[src/common/mem_config.svh]
`ifndef MEM_CONFIG_SVH
`define MEM_CONFIG_SVH

// byte address on the shared bus
`define MEM_ADDR_W 32

// one bus word
`define MEM_DATA_W 32

// client request tag, wide enough to carry a pc or an instruction count
`define MEM_ID_W 32

`endif

[src/common/bus_pkg.sv]
package bus_pkg;

    // transfer size, same encoding as the sram-like size field
    typedef enum logic [1:0] {
        SIZE_BYTE = 2'b00,
        SIZE_HALF = 2'b01,
        SIZE_WORD = 2'b10
    } size_t;

    // current owner of the shared bus
    typedef enum logic [1:0] {
        GRANT_NONE = 2'b00,
        GRANT_INST = 2'b01,
        GRANT_DATA = 2'b10
    } grant_t;

endpackage

[src/common/exc_pkg.sv]
package exc_pkg;

    // status returned alongside every bus response
    typedef enum logic [1:0] {
        NO_EXC   = 2'b00,
        // misaligned for the transfer size
        ADDR_ERR = 2'b01,
        // slave could not serve the address
        BUS_ERR  = 2'b10
    } mem_exc_t;

endpackage

[src/mem_port/sram_handshake.sv]
`timescale 1ns/1ps
`include "mem_config.svh"

module sram_handshake (
    input  logic                 clk,
    input  logic                 resetn,
    input  logic                 need,
    input  logic [`MEM_ID_W-1:0] id,
    input  logic                 addr_ok,
    input  logic                 data_ok,
    output logic                 req,
    output logic                 busy
);

    typedef enum logic {
        IDLE,
        WAIT_DATA
    } state_t;

    state_t               state;
    state_t               state_next;
    logic [`MEM_ID_W-1:0] served_id;
    logic                 served_valid;
    logic                 already_served;
    logic                 done;

    // same id still asserted by a stalled client
    assign already_served = served_valid && (served_id == id);
    assign done           = (state == WAIT_DATA) && data_ok;

    assign req  = (state == IDLE) && need && !already_served;
    assign busy = req || ((state == WAIT_DATA) && !data_ok);

    always_comb begin
        state_next = state;
        case (state)
            IDLE: begin
                if (req && addr_ok) begin
                    state_next = WAIT_DATA;
                end
            end
            WAIT_DATA: begin
                if (data_ok) begin
                    state_next = IDLE;
                end
            end
            default: begin
                state_next = IDLE;
            end
        endcase
    end

    always_ff @(posedge clk) begin
        if (!resetn) begin
            state        <= IDLE;
            served_valid <= 1'b0;
        end else begin
            state <= state_next;
            if (done) begin
                served_valid <= 1'b1;
            end
        end
    end

    always_ff @(posedge clk) begin
        if (done) begin
            served_id <= id;
        end
    end

    // client keeps need and id up, so req must survive until accepted
    property req_held_to_addr_ok;
        @(posedge clk) disable iff (!resetn)
            req && !addr_ok |=> req;
    endproperty
    assert property (req_held_to_addr_ok)
        else $error("sram_handshake: req dropped before addr_ok");

    // arbiter only routes data_ok to a port with an accepted address
    property no_data_ok_in_idle;
        @(posedge clk) disable iff (!resetn)
            (state == IDLE) |-> !data_ok;
    endproperty
    assert property (no_data_ok_in_idle)
        else $error("sram_handshake: data_ok with no request outstanding");

endmodule

[src/mem_port/resp_latch.sv]
`timescale 1ns/1ps

module resp_latch #(
    parameter type payload_t = logic
) (
    input  logic     clk,
    input  logic     resetn,
    input  logic     stall,
    input  logic     flush,
    input  logic     data_ok,
    input  payload_t in,
    output payload_t out
);

    payload_t held;

    // response goes straight out in the data_ok cycle
    assign out = data_ok ? in : held;

    always_ff @(posedge clk) begin
        if (!resetn || flush) begin
            held <= payload_t'('0);
        end else if (data_ok) begin
            held <= in;
        end else if (!stall) begin
            // stage moved on, response consumed
            held <= payload_t'('0);
        end
    end

endmodule

[src/mem_port/mem_port.sv]
`timescale 1ns/1ps
`include "mem_config.svh"

module mem_port (
    input  logic                   clk,
    input  logic                   resetn,

    // client request
    input  logic                   need,
    input  logic [`MEM_ID_W-1:0]   id,
    input  logic                   wr,
    input  bus_pkg::size_t         size,
    input  logic [`MEM_ADDR_W-1:0] addr,
    input  logic [`MEM_DATA_W-1:0] wdata,
    input  logic                   stall,
    input  logic                   flush,

    // client response
    output logic                   busy,
    output logic [`MEM_DATA_W-1:0] rdata,
    output exc_pkg::mem_exc_t      exc,

    // towards the arbiter
    output logic                   req,
    output logic                   req_wr,
    output bus_pkg::size_t         req_size,
    output logic [`MEM_ADDR_W-1:0] req_addr,
    output logic [`MEM_DATA_W-1:0] req_wdata,
    input  logic                   addr_ok,
    input  logic                   data_ok,
    input  logic [`MEM_DATA_W-1:0] bus_rdata,
    input  exc_pkg::mem_exc_t      bus_exc
);

    // fields ride along, only req is qualified
    assign req_wr    = wr;
    assign req_size  = size;
    assign req_addr  = addr;
    assign req_wdata = wdata;

    sram_handshake handshake (
        .clk     (clk),
        .resetn  (resetn),
        .need    (need),
        .id      (id),
        .addr_ok (addr_ok),
        .data_ok (data_ok),
        .req     (req),
        .busy    (busy)
    );

    resp_latch #(
        .payload_t (logic [`MEM_DATA_W-1:0])
    ) rdata_latch (
        .clk     (clk),
        .resetn  (resetn),
        .stall   (stall),
        .flush   (flush),
        .data_ok (data_ok),
        .in      (bus_rdata),
        .out     (rdata)
    );

    resp_latch #(
        .payload_t (exc_pkg::mem_exc_t)
    ) exc_latch (
        .clk     (clk),
        .resetn  (resetn),
        .stall   (stall),
        .flush   (flush),
        .data_ok (data_ok),
        .in      (bus_exc),
        .out     (exc)
    );

endmodule

[src/source/bus_arbiter.sv]
`timescale 1ns/1ps
`include "mem_config.svh"

module bus_arbiter (
    input  logic                   clk,
    input  logic                   resetn,

    // fetch port
    input  logic                   i_req,
    input  logic                   i_wr,
    input  bus_pkg::size_t         i_size,
    input  logic [`MEM_ADDR_W-1:0] i_addr,
    input  logic [`MEM_DATA_W-1:0] i_wdata,
    output logic                   i_addr_ok,
    output logic                   i_data_ok,

    // load/store port
    input  logic                   d_req,
    input  logic                   d_wr,
    input  bus_pkg::size_t         d_size,
    input  logic [`MEM_ADDR_W-1:0] d_addr,
    input  logic [`MEM_DATA_W-1:0] d_wdata,
    output logic                   d_addr_ok,
    output logic                   d_data_ok,

    // shared bus
    output logic                   bus_req,
    output logic                   bus_wr,
    output bus_pkg::size_t         bus_size,
    output logic [`MEM_ADDR_W-1:0] bus_addr,
    output logic [`MEM_DATA_W-1:0] bus_wdata,
    input  logic                   bus_addr_ok,
    input  logic                   bus_data_ok
);

    bus_pkg::grant_t grant;
    logic            addr_acc;
    logic            sel_req;

    always_ff @(posedge clk) begin
        if (!resetn) begin
            grant    <= bus_pkg::GRANT_NONE;
            addr_acc <= 1'b0;
        end else if (grant == bus_pkg::GRANT_NONE) begin
            // load/store first, it usually holds up more of the pipe
            if (d_req) begin
                grant <= bus_pkg::GRANT_DATA;
            end else if (i_req) begin
                grant <= bus_pkg::GRANT_INST;
            end
        end else if (addr_acc) begin
            if (bus_data_ok) begin
                grant    <= bus_pkg::GRANT_NONE;
                addr_acc <= 1'b0;
            end
        end else if (bus_req && bus_addr_ok) begin
            addr_acc <= 1'b1;
        end
    end

    always_comb begin
        case (grant)
            bus_pkg::GRANT_INST: begin
                sel_req   = i_req;
                bus_wr    = i_wr;
                bus_size  = i_size;
                bus_addr  = i_addr;
                bus_wdata = i_wdata;
            end
            bus_pkg::GRANT_DATA: begin
                sel_req   = d_req;
                bus_wr    = d_wr;
                bus_size  = d_size;
                bus_addr  = d_addr;
                bus_wdata = d_wdata;
            end
            default: begin
                sel_req   = 1'b0;
                bus_wr    = 1'b0;
                bus_size  = bus_pkg::SIZE_WORD;
                bus_addr  = '0;
                bus_wdata = '0;
            end
        endcase
    end

    assign bus_req = sel_req && !addr_acc;

    // handshake goes back only to the owner
    assign i_addr_ok = (grant == bus_pkg::GRANT_INST) && bus_req && bus_addr_ok;
    assign d_addr_ok = (grant == bus_pkg::GRANT_DATA) && bus_req && bus_addr_ok;
    assign i_data_ok = (grant == bus_pkg::GRANT_INST) && addr_acc && bus_data_ok;
    assign d_data_ok = (grant == bus_pkg::GRANT_DATA) && addr_acc && bus_data_ok;

    // owner keeps the request and its fields steady until the slave takes it
    property bus_req_held_stable;
        @(posedge clk) disable iff (!resetn)
            bus_req && !bus_addr_ok |=> bus_req && $stable(bus_addr) && $stable(bus_wr)
                && $stable(bus_size) && $stable(bus_wdata);
    endproperty
    assert property (bus_req_held_stable)
        else $error("bus_arbiter: bus_req or its fields changed before addr_ok");

    // slave must answer only after taking the address
    property data_ok_after_addr;
        @(posedge clk) disable iff (!resetn)
            bus_data_ok |-> addr_acc;
    endproperty
    assert property (data_ok_after_addr)
        else $error("bus_arbiter: data_ok before the address was accepted");

endmodule

[src/source/mem_front_top.sv]
`timescale 1ns/1ps
`include "mem_config.svh"

module mem_front_top (
    input  logic                   clk,
    input  logic                   resetn,

    // instruction fetch client
    input  logic                   inst_need,
    input  logic [`MEM_ID_W-1:0]   inst_id,
    input  logic [`MEM_ADDR_W-1:0] inst_addr,
    input  logic                   inst_stall,
    input  logic                   inst_flush,
    output logic                   inst_busy,
    output logic [`MEM_DATA_W-1:0] inst_rdata,
    output exc_pkg::mem_exc_t      inst_exc,

    // load/store client
    input  logic                   data_need,
    input  logic [`MEM_ID_W-1:0]   data_id,
    input  logic                   data_wr,
    input  bus_pkg::size_t         data_size,
    input  logic [`MEM_ADDR_W-1:0] data_addr,
    input  logic [`MEM_DATA_W-1:0] data_wdata,
    input  logic                   data_stall,
    input  logic                   data_flush,
    output logic                   data_busy,
    output logic [`MEM_DATA_W-1:0] data_rdata,
    output exc_pkg::mem_exc_t      data_exc,

    // shared sram-like bus
    output logic                   bus_req,
    output logic                   bus_wr,
    output bus_pkg::size_t         bus_size,
    output logic [`MEM_ADDR_W-1:0] bus_addr,
    output logic [`MEM_DATA_W-1:0] bus_wdata,
    input  logic                   bus_addr_ok,
    input  logic                   bus_data_ok,
    input  logic [`MEM_DATA_W-1:0] bus_rdata,
    input  exc_pkg::mem_exc_t      bus_exc
);

    logic                   i_req;
    logic                   i_wr;
    bus_pkg::size_t         i_size;
    logic [`MEM_ADDR_W-1:0] i_addr;
    logic [`MEM_DATA_W-1:0] i_wdata;
    logic                   i_addr_ok;
    logic                   i_data_ok;
    logic                   d_req;
    logic                   d_wr;
    bus_pkg::size_t         d_size;
    logic [`MEM_ADDR_W-1:0] d_addr;
    logic [`MEM_DATA_W-1:0] d_wdata;
    logic                   d_addr_ok;
    logic                   d_data_ok;

    // fetch is always a word read
    mem_port fetch_port (
        .clk (clk), .resetn (resetn),
        .need (inst_need), .id (inst_id), .wr (1'b0), .size (bus_pkg::SIZE_WORD),
        .addr (inst_addr), .wdata ('0), .stall (inst_stall), .flush (inst_flush),
        .busy (inst_busy), .rdata (inst_rdata), .exc (inst_exc),
        .req (i_req), .req_wr (i_wr), .req_size (i_size),
        .req_addr (i_addr), .req_wdata (i_wdata),
        .addr_ok (i_addr_ok), .data_ok (i_data_ok),
        .bus_rdata (bus_rdata), .bus_exc (bus_exc)
    );

    mem_port mem_stage_port (
        .clk (clk), .resetn (resetn),
        .need (data_need), .id (data_id), .wr (data_wr), .size (data_size),
        .addr (data_addr), .wdata (data_wdata), .stall (data_stall), .flush (data_flush),
        .busy (data_busy), .rdata (data_rdata), .exc (data_exc),
        .req (d_req), .req_wr (d_wr), .req_size (d_size),
        .req_addr (d_addr), .req_wdata (d_wdata),
        .addr_ok (d_addr_ok), .data_ok (d_data_ok),
        .bus_rdata (bus_rdata), .bus_exc (bus_exc)
    );

    bus_arbiter arbiter (
        .clk (clk), .resetn (resetn),
        .i_req (i_req), .i_wr (i_wr), .i_size (i_size), .i_addr (i_addr),
        .i_wdata (i_wdata), .i_addr_ok (i_addr_ok), .i_data_ok (i_data_ok),
        .d_req (d_req), .d_wr (d_wr), .d_size (d_size), .d_addr (d_addr),
        .d_wdata (d_wdata), .d_addr_ok (d_addr_ok), .d_data_ok (d_data_ok),
        .bus_req (bus_req), .bus_wr (bus_wr), .bus_size (bus_size),
        .bus_addr (bus_addr), .bus_wdata (bus_wdata),
        .bus_addr_ok (bus_addr_ok), .bus_data_ok (bus_data_ok)
    );

endmodule

[config.mk]
export PLATFORM = sky130hd
export DESIGN_NAME = mem_front_top
export DESIGN_NICKNAME = d
export VERILOG_FILES = /design/src/common/bus_pkg.sv /design/src/common/exc_pkg.sv /design/src/mem_port/sram_handshake.sv /design/src/mem_port/resp_latch.sv /design/src/mem_port/mem_port.sv /design/src/source/bus_arbiter.sv /design/src/source/mem_front_top.sv
export VERILOG_INCLUDE_DIRS = /design/src /design/src/common
export SDC_FILE = /design/constraint.sdc
export NUM_CORES = 1
export LEC_CHECK = 0
export BUFFER_PORTS_ARGS = -buffer_cell sky130_fd_sc_hd__buf_2
export CAP_MARGIN = 10
export CORE_AREA = 2 2 132 134
export CTS_BUF_LIST = sky130_fd_sc_hd__clkbuf_8 sky130_fd_sc_hd__clkbuf_16
export DETAILED_ROUTE_END_ITERATION = 6
export DIE_AREA = 0 0 134 136
export PLACE_DENSITY_LB_ADDON = 0.2
export SETUP_SLACK_MARGIN = 0.3
export SLEW_MARGIN = 25
export SYNTH_ARGS = -nofsm -noshare
export SYNTH_HDL_FRONTEND = slang
export SYNTH_SLANG_ARGS = --single-unit
[constraint.sdc]
create_clock -name clk -period 4.7 [get_ports clk]
set_clock_uncertainty 0.2 [all_clocks]
set_input_delay 0.47 -clock clk [delete_from_list [all_inputs] [get_ports clk]]
set_output_delay 0.47 -clock clk [all_outputs]
set_load 0.01 [all_outputs]
======== Yosys cells after proc, flatten, opt, wreduce, memory -nomap -nowiden ========
Index checks and enable logic that the tools add are counted.
word-level totals
  memories ................................ 0
  bits of input ports ..................... 207
  bits in read-only memories .............. 0
  RAM bits ................................ 0
  latch bits .............................. 0
  output and inout port bits .............. 138
  word-level logic and storage cells ...... 88
  bits in registers ....................... 139
operators by class
  muxes and demuxes ....................... 31
  multipliers ............................. 0
  $lt $le $gt $ge ......................... 0
  add/sub/neg operators ................... 0
  shifts and indexed selects .............. 0
  eq/ne operators ......................... 7
  divide/modulo/power cells ............... 0
  bitwise logic cells ..................... 2
  reductions and logical operators ........ 36
operators with widths
  operator                                             number
  2-to-1 mux 32 bit                                    7
  equality test 32 bit                                 2
  case mux 32 bit (2 select lines)                     1
  2-to-1 mux 2 bit                                     12
  logical AND 1 bit                                    22
  2-to-1 mux 1 bit                                     8
  zero test 1 bit                                      6
  case mux 1 bit (2 select lines)                      3
  logical OR 1 bit                                     4
  != test 2 x 1 -> 1 bit, second input constant        2
  nonzero test 2 bit                                   2
  != test 3 x 1 -> 1 bit, second input constant        1
  AND reduction 3 bit                                  1
  equality test 2 x 1 -> 1 bit, second input constant  1
  equality test 2 bit, second input constant           1
  zero test 2 bit                                      1
  inverter 1 bit                                       2

======== Depth between registers and ports, before layout ========
  depth in word-level cells ............... 11
  gate-level depth with buffers ........... 9
  mapped depth without buffers ............ 6

======== Hierarchy ========
A second synthesis with hierarchy kept.
unflattened totals
  cells, all modules ...................... 954
  area, all modules ....................... 8755.9 um^2
by module, submodules not included
  module                                   seq. area each (um^2)  cells an instance  instances  area an instance (um^2)
  resp_latch (fetch_port.rdata_latch ...)  640.6                  209                2          1711.6
  sram_handshake                           1001.0                 94                 2          1433.9
  bus_arbiter                              60.1                   186                1          1258.7
  mem_port                                 0.0                    67                 2          503.0
  resp_latch (fetch_port.exc_latch ...)    40.0                   13                 2          96.3
  mem_front_top                            0.0                    2                  1          7.5

======== Least setup slack after synthesis ========
OpenSTA, ideal clock, no wires.
  kind .................................... register to register
  start ................................... reg arbiter.grant[0]
  end ..................................... reg mem_stage_port.handshake.served_id[0] (enable)
  slack ................................... 2.230 ns
  data required time ...................... 4.107 ns
  path buffers ............................ 1
  arrival time ............................ 1.877 ns
  cell stages (with the launch flop) ...... 7
  period minus slack after synthesis ...... 2.470 ns
  cells stage by stage .................... dfxtp_1 -> inv_1 -> ha_1 -> buf_2 -> inv_1 -> nor2_1 -> and2_1
on the way
  word-level cells in the longest chain between the ends .. 4
ends and longest elaborated chain
  element                                  line                  RTL
  start: declaration                       bus_arbiter.sv:36     bus_pkg::grant_t grant;
  start signal: assignment                 bus_arbiter.sv:42     grant <= bus_pkg::GRANT_NONE;
  start signal: assignment                 bus_arbiter.sv:47     grant <= bus_pkg::GRANT_DATA;
  start signal: assignment                 bus_arbiter.sv:49     grant <= bus_pkg::GRANT_INST;
  equality test 2 bit                      bus_arbiter.sv:93     assign d_data_ok = (grant == bus_pkg::GRANT_DATA) && addr_acc && bus_data_ok;
  logical AND 1 bit (2 in a row)           bus_arbiter.sv:93
  logical AND 1 bit                        sram_handshake.sv:29  assign done = (state == WAIT_DATA) && data_ok;
  named net mem_stage_port.handshake.done  sram_handshake.sv:25  logic done;
  end signal: assignment                   sram_handshake.sv:67  served_id <= id;
  end: declaration                         sram_handshake.sv:22  logic [`MEM_ID_W-1:0] served_id;
The timed path passes the listed nets, and every way through them passes these cells.
A chain may end at the register's enable or synchronous reset.

======== Worst setup path in the final report ========
  start ................................... reg arbiter.grant[0]
  end ..................................... out data_rdata[16]
on the way
  word-level cells in the longest chain between the ends .. 4
ends and longest elaborated chain
  element                         line                 RTL
  equality test 2 bit             bus_arbiter.sv:93
  logical AND 1 bit (2 in a row)  bus_arbiter.sv:93
  2-to-1 mux 32 bit               resp_latch.sv:18     assign out = data_ok ? in : held;
  end: declaration                mem_front_top.sv:28  output logic [`MEM_DATA_W-1:0] data_rdata,
Every way passes these cells.

==> results.sh <==
export IMPL_drt_wl_total_mm=21.8
export IMPL_dieWidth_um=134
export IMPL_vias_per_cell=4.83
export IMPL_run_status="finished, final reports clean"
export IMPL_clock_fmax_ghz=0.316
export IMPL_critical_path_max_fanout=22
export IMPL_clk_latency_ns=0.42
export IMPL_cts_buffer_depth=2
export IMPL_mostFrequentLayoutCells="buf_2, nand2_1, dfxtp_1, a21oi_1, edfxtp_1"
export IMPL_cts_buffers=17
export IMPL_whs_path_depth=1
export IMPL_worst_slack_ns=1.54
export IMPL_crit_type="reg2out"
export IMPL_drtAntennaViolNets=0
export IMPL_postSynthAreaPerCell_sq_um=8.74
export IMPL_gr_usage_met2=0.419
export IMPL_r2r_cells=6
export IMPL_grt_busiest_layer="met2"
export IMPL_synth_seq_cells=139
export IMPL_numPortBuffers=344
export IMPL_final_min_clock_period_ns=3.16
export IMPL_worstPathArrival_ns=2.49
export IMPL_syn_nets=970
export IMPL_grt_pass1_vias=6086
export IMPL_setup_violations=0
export IMPL_dr_pass1_iters=5
export IMPL_rsz0062_at_grt="no"
export IMPL_place_inst=1295
export IMPL_ys_types=32
export IMPL_dp_hpwl_mm=16.5
export IMPL_clock_sinks=139
export IMPL_min_path_type="in2reg"
export IMPL_end_kind="primary output"
export IMPL_wire_per_inst_um=16.3
export IMPL_final_core_util=0.544
export IMPL_hold_viol_final=0
export IMPL_slew_violations=0
export IMPL_syn_to_final_growth_pct=38.2
export IMPL_gp_congestion=0.799
export IMPL_die_area_sq_um=18200
export IMPL_cts_tree="built"
export IMPL_grt_max_degree=68
export IMPL_fin_crit_sh=0.673
export IMPL_io_pin_count=345
export IMPL_clk_pin_slew_worst_paths_ns=0.06
export IMPL_vias=6444
export IMPL_die_y_um=136
export IMPL_start_kind="register"
export IMPL_hold_buffers=0
export IMPL_slew_headroom=0.361
export IMPL_root_buffer="clkbuf_16"
export IMPL_syn_area_sq_um=6640
export IMPL_seq_area_frac_synth=0.515
export IMPL_coreArea_sq_um=16900
export IMPL_yosysWarnings=0
export IMPL_syn_inst=760
export IMPL_dpl_worst_slack_ns=1.80
export IMPL_worst_ir_drop_vdd_uv=270
export IMPL_worstMarginPinSlew_ns=0.955
export IMPL_final_common_cell="buf_2"
export IMPL_drt_iter0_markers=298
export IMPL_grt_util_met1=0.248
export IMPL_initial_core_util=0.394
export IMPL_cts_htree_levels=4
export IMPL_drcViolationCount=0
export IMPL_post_cts_buffers=0
export IMPL_worstPathRequired_ns=4.03
export IMPL_grt_ovfl_total=0
export IMPL_p_leak_nw=4.26
export IMPL_layout_drive_gt1_share=0.355
export IMPL_power_density_nw_per_um2=329
export IMPL_fin_setup_tns_ns=0
export IMPL_instances_no_fill=1334
export IMPL_grt_util_met3=0.0690
export IMPL_grt_pass1_wl_mm=32.2
export IMPL_cts_resized=0
export IMPL_layout_nets=1299
export IMPL_nFillCells=1564
export IMPL_place_area_sq_um=8550
export IMPL_rows=48
export IMPL_finish_instance_area_sq_um=9180
export IMPL_grtUsageTotal=0.231
export IMPL_maxCapViolCount=0
export IMPL_grt_antenna_before_repair=7
==> metrics by stage <==
| step | total power [mW] | hold WS, ns |
|---|---|---|
| after global routing | 3.12 | 0.0334 |
| after detailed placement | 1.65 | 0.247 |
| after CTS | 3.04 | 0.0261 |
| after floorplan | 1.47 | 0.233 |
| after global placement | 1.64 | 0.241 |
| final | 3.02 | 0.0423 |
==> synthesized netlist by cell type <==
cell type  number  area (sq um)
nand2_1       281          1050
dfxtp_1        75          1500
a21oi_1        69           345
edfxtp_1       64          1920
and2_1         39           244
xor2_1         35           307
nor2b_1        34           213
a22oi_1        32           240
clkbuf_1       32           120
xnor2_1        29           254
buf_2          12          60.1
nor4_1          9          56.3
nand3_1         8          40.0
nand4_1         7          43.8
inv_1           4          15.0
and3_1          3          18.8
ha_1            3          37.5
nand2b_1        3          18.8
o21ai_1         3          15.0
buf_1           2          7.51
nor2_1          2          7.51
nor3_1          2          10.0
o211ai_1        2          15.0
o21a_1          2          15.0
a21boi_0        1          7.51
a2bb2oi_2       1          15.0
and3b_1         1          8.76
nand3b_1        1          7.51
nand4b_1        1          8.76
nor3b_1         1          7.51
o22ai_1         1          6.26
o31ai_4         1          21.3
==> power by group <==
group,internal (mW),switching (mW)
sequential,1.27,0.00209
clock,0.845,0.554
combinational,0.167,0.186
==> cells by family after synthesis <==
| logic type | Yosys count | share of synthesized area |
|---|---|---|
| flip-flops | 139 | 0.515 |
| adder cells (fa/ha/maj) | 3 | 0.00565 |
| XOR/XNOR | 64 | 0.0844 |
| AND/OR/NAND/NOR | 392 | 0.262 |
| buffers and inverters | 50 | 0.0305 |
| AO/OA/AOI/OAI | 112 | 0.102 |
==> critical path, stage by stage, from the launching register on <==
cell and delay [ns]:
dfxtp_1 0.33, inv_1 0.09, ha_2 0.20, nand3_1 0.67, buf_4 0.49, nand2_1 0.08
nand2_1 0.06, buf_2 0.14
==> registers in the layout (all words and copies together), names as in the netlist <==
name and cells:
fetch_port.handshake.served_valid 1, fetch_port.handshake.state 1, fetch_port.rdata_latch.held 32, mem_stage_port.rdata_latch.held 32, arbiter.addr_acc 1, mem_stage_port.handshake.served_valid 1, fetch_port.exc_latch.held 2, arbiter.grant 2
mem_stage_port.handshake.state 1, mem_stage_port.handshake.served_id 32, mem_stage_port.exc_latch.held 2, fetch_port.handshake.served_id 32
==> area by class of cell <==
class                      count  area, sq um  share of cell area
tap                          225          282              0.0307
clock inverter                15          186              0.0203
clock buffer                  17          425              0.0463
antenna                        7         17.5             0.00191
sequential                   139         3420               0.373
multi-input combinational    571         3020               0.329
inverter                       4         15.0             0.00163
timing repair buffer         356         1810               0.197
==> metal layers <==
metal	vias up	share of wire
met5	-	0.00060
met4	2	0.027
met3	41	0.075
met2	234	0.53
met1	2982	0.37
li1	3185	-
==> path summary, 6_finish.rpt <==
path	startpoint	to	slack, ns
setup / recovery	arbiter.grant[0]	data_rdata[16]	1.54
hold / removal	data_id[3]	mem_stage_port.handshake.served_id[3]	0.04
setup reg to reg	arbiter.grant[1]	fetch_port.handshake.served_id[31]	2.04
hold reg to reg	fetch_port.exc_latch.held[1]	fetch_port.exc_latch.held[1]	0.25
No activity file was read; power rests on OpenSTA's default activity.
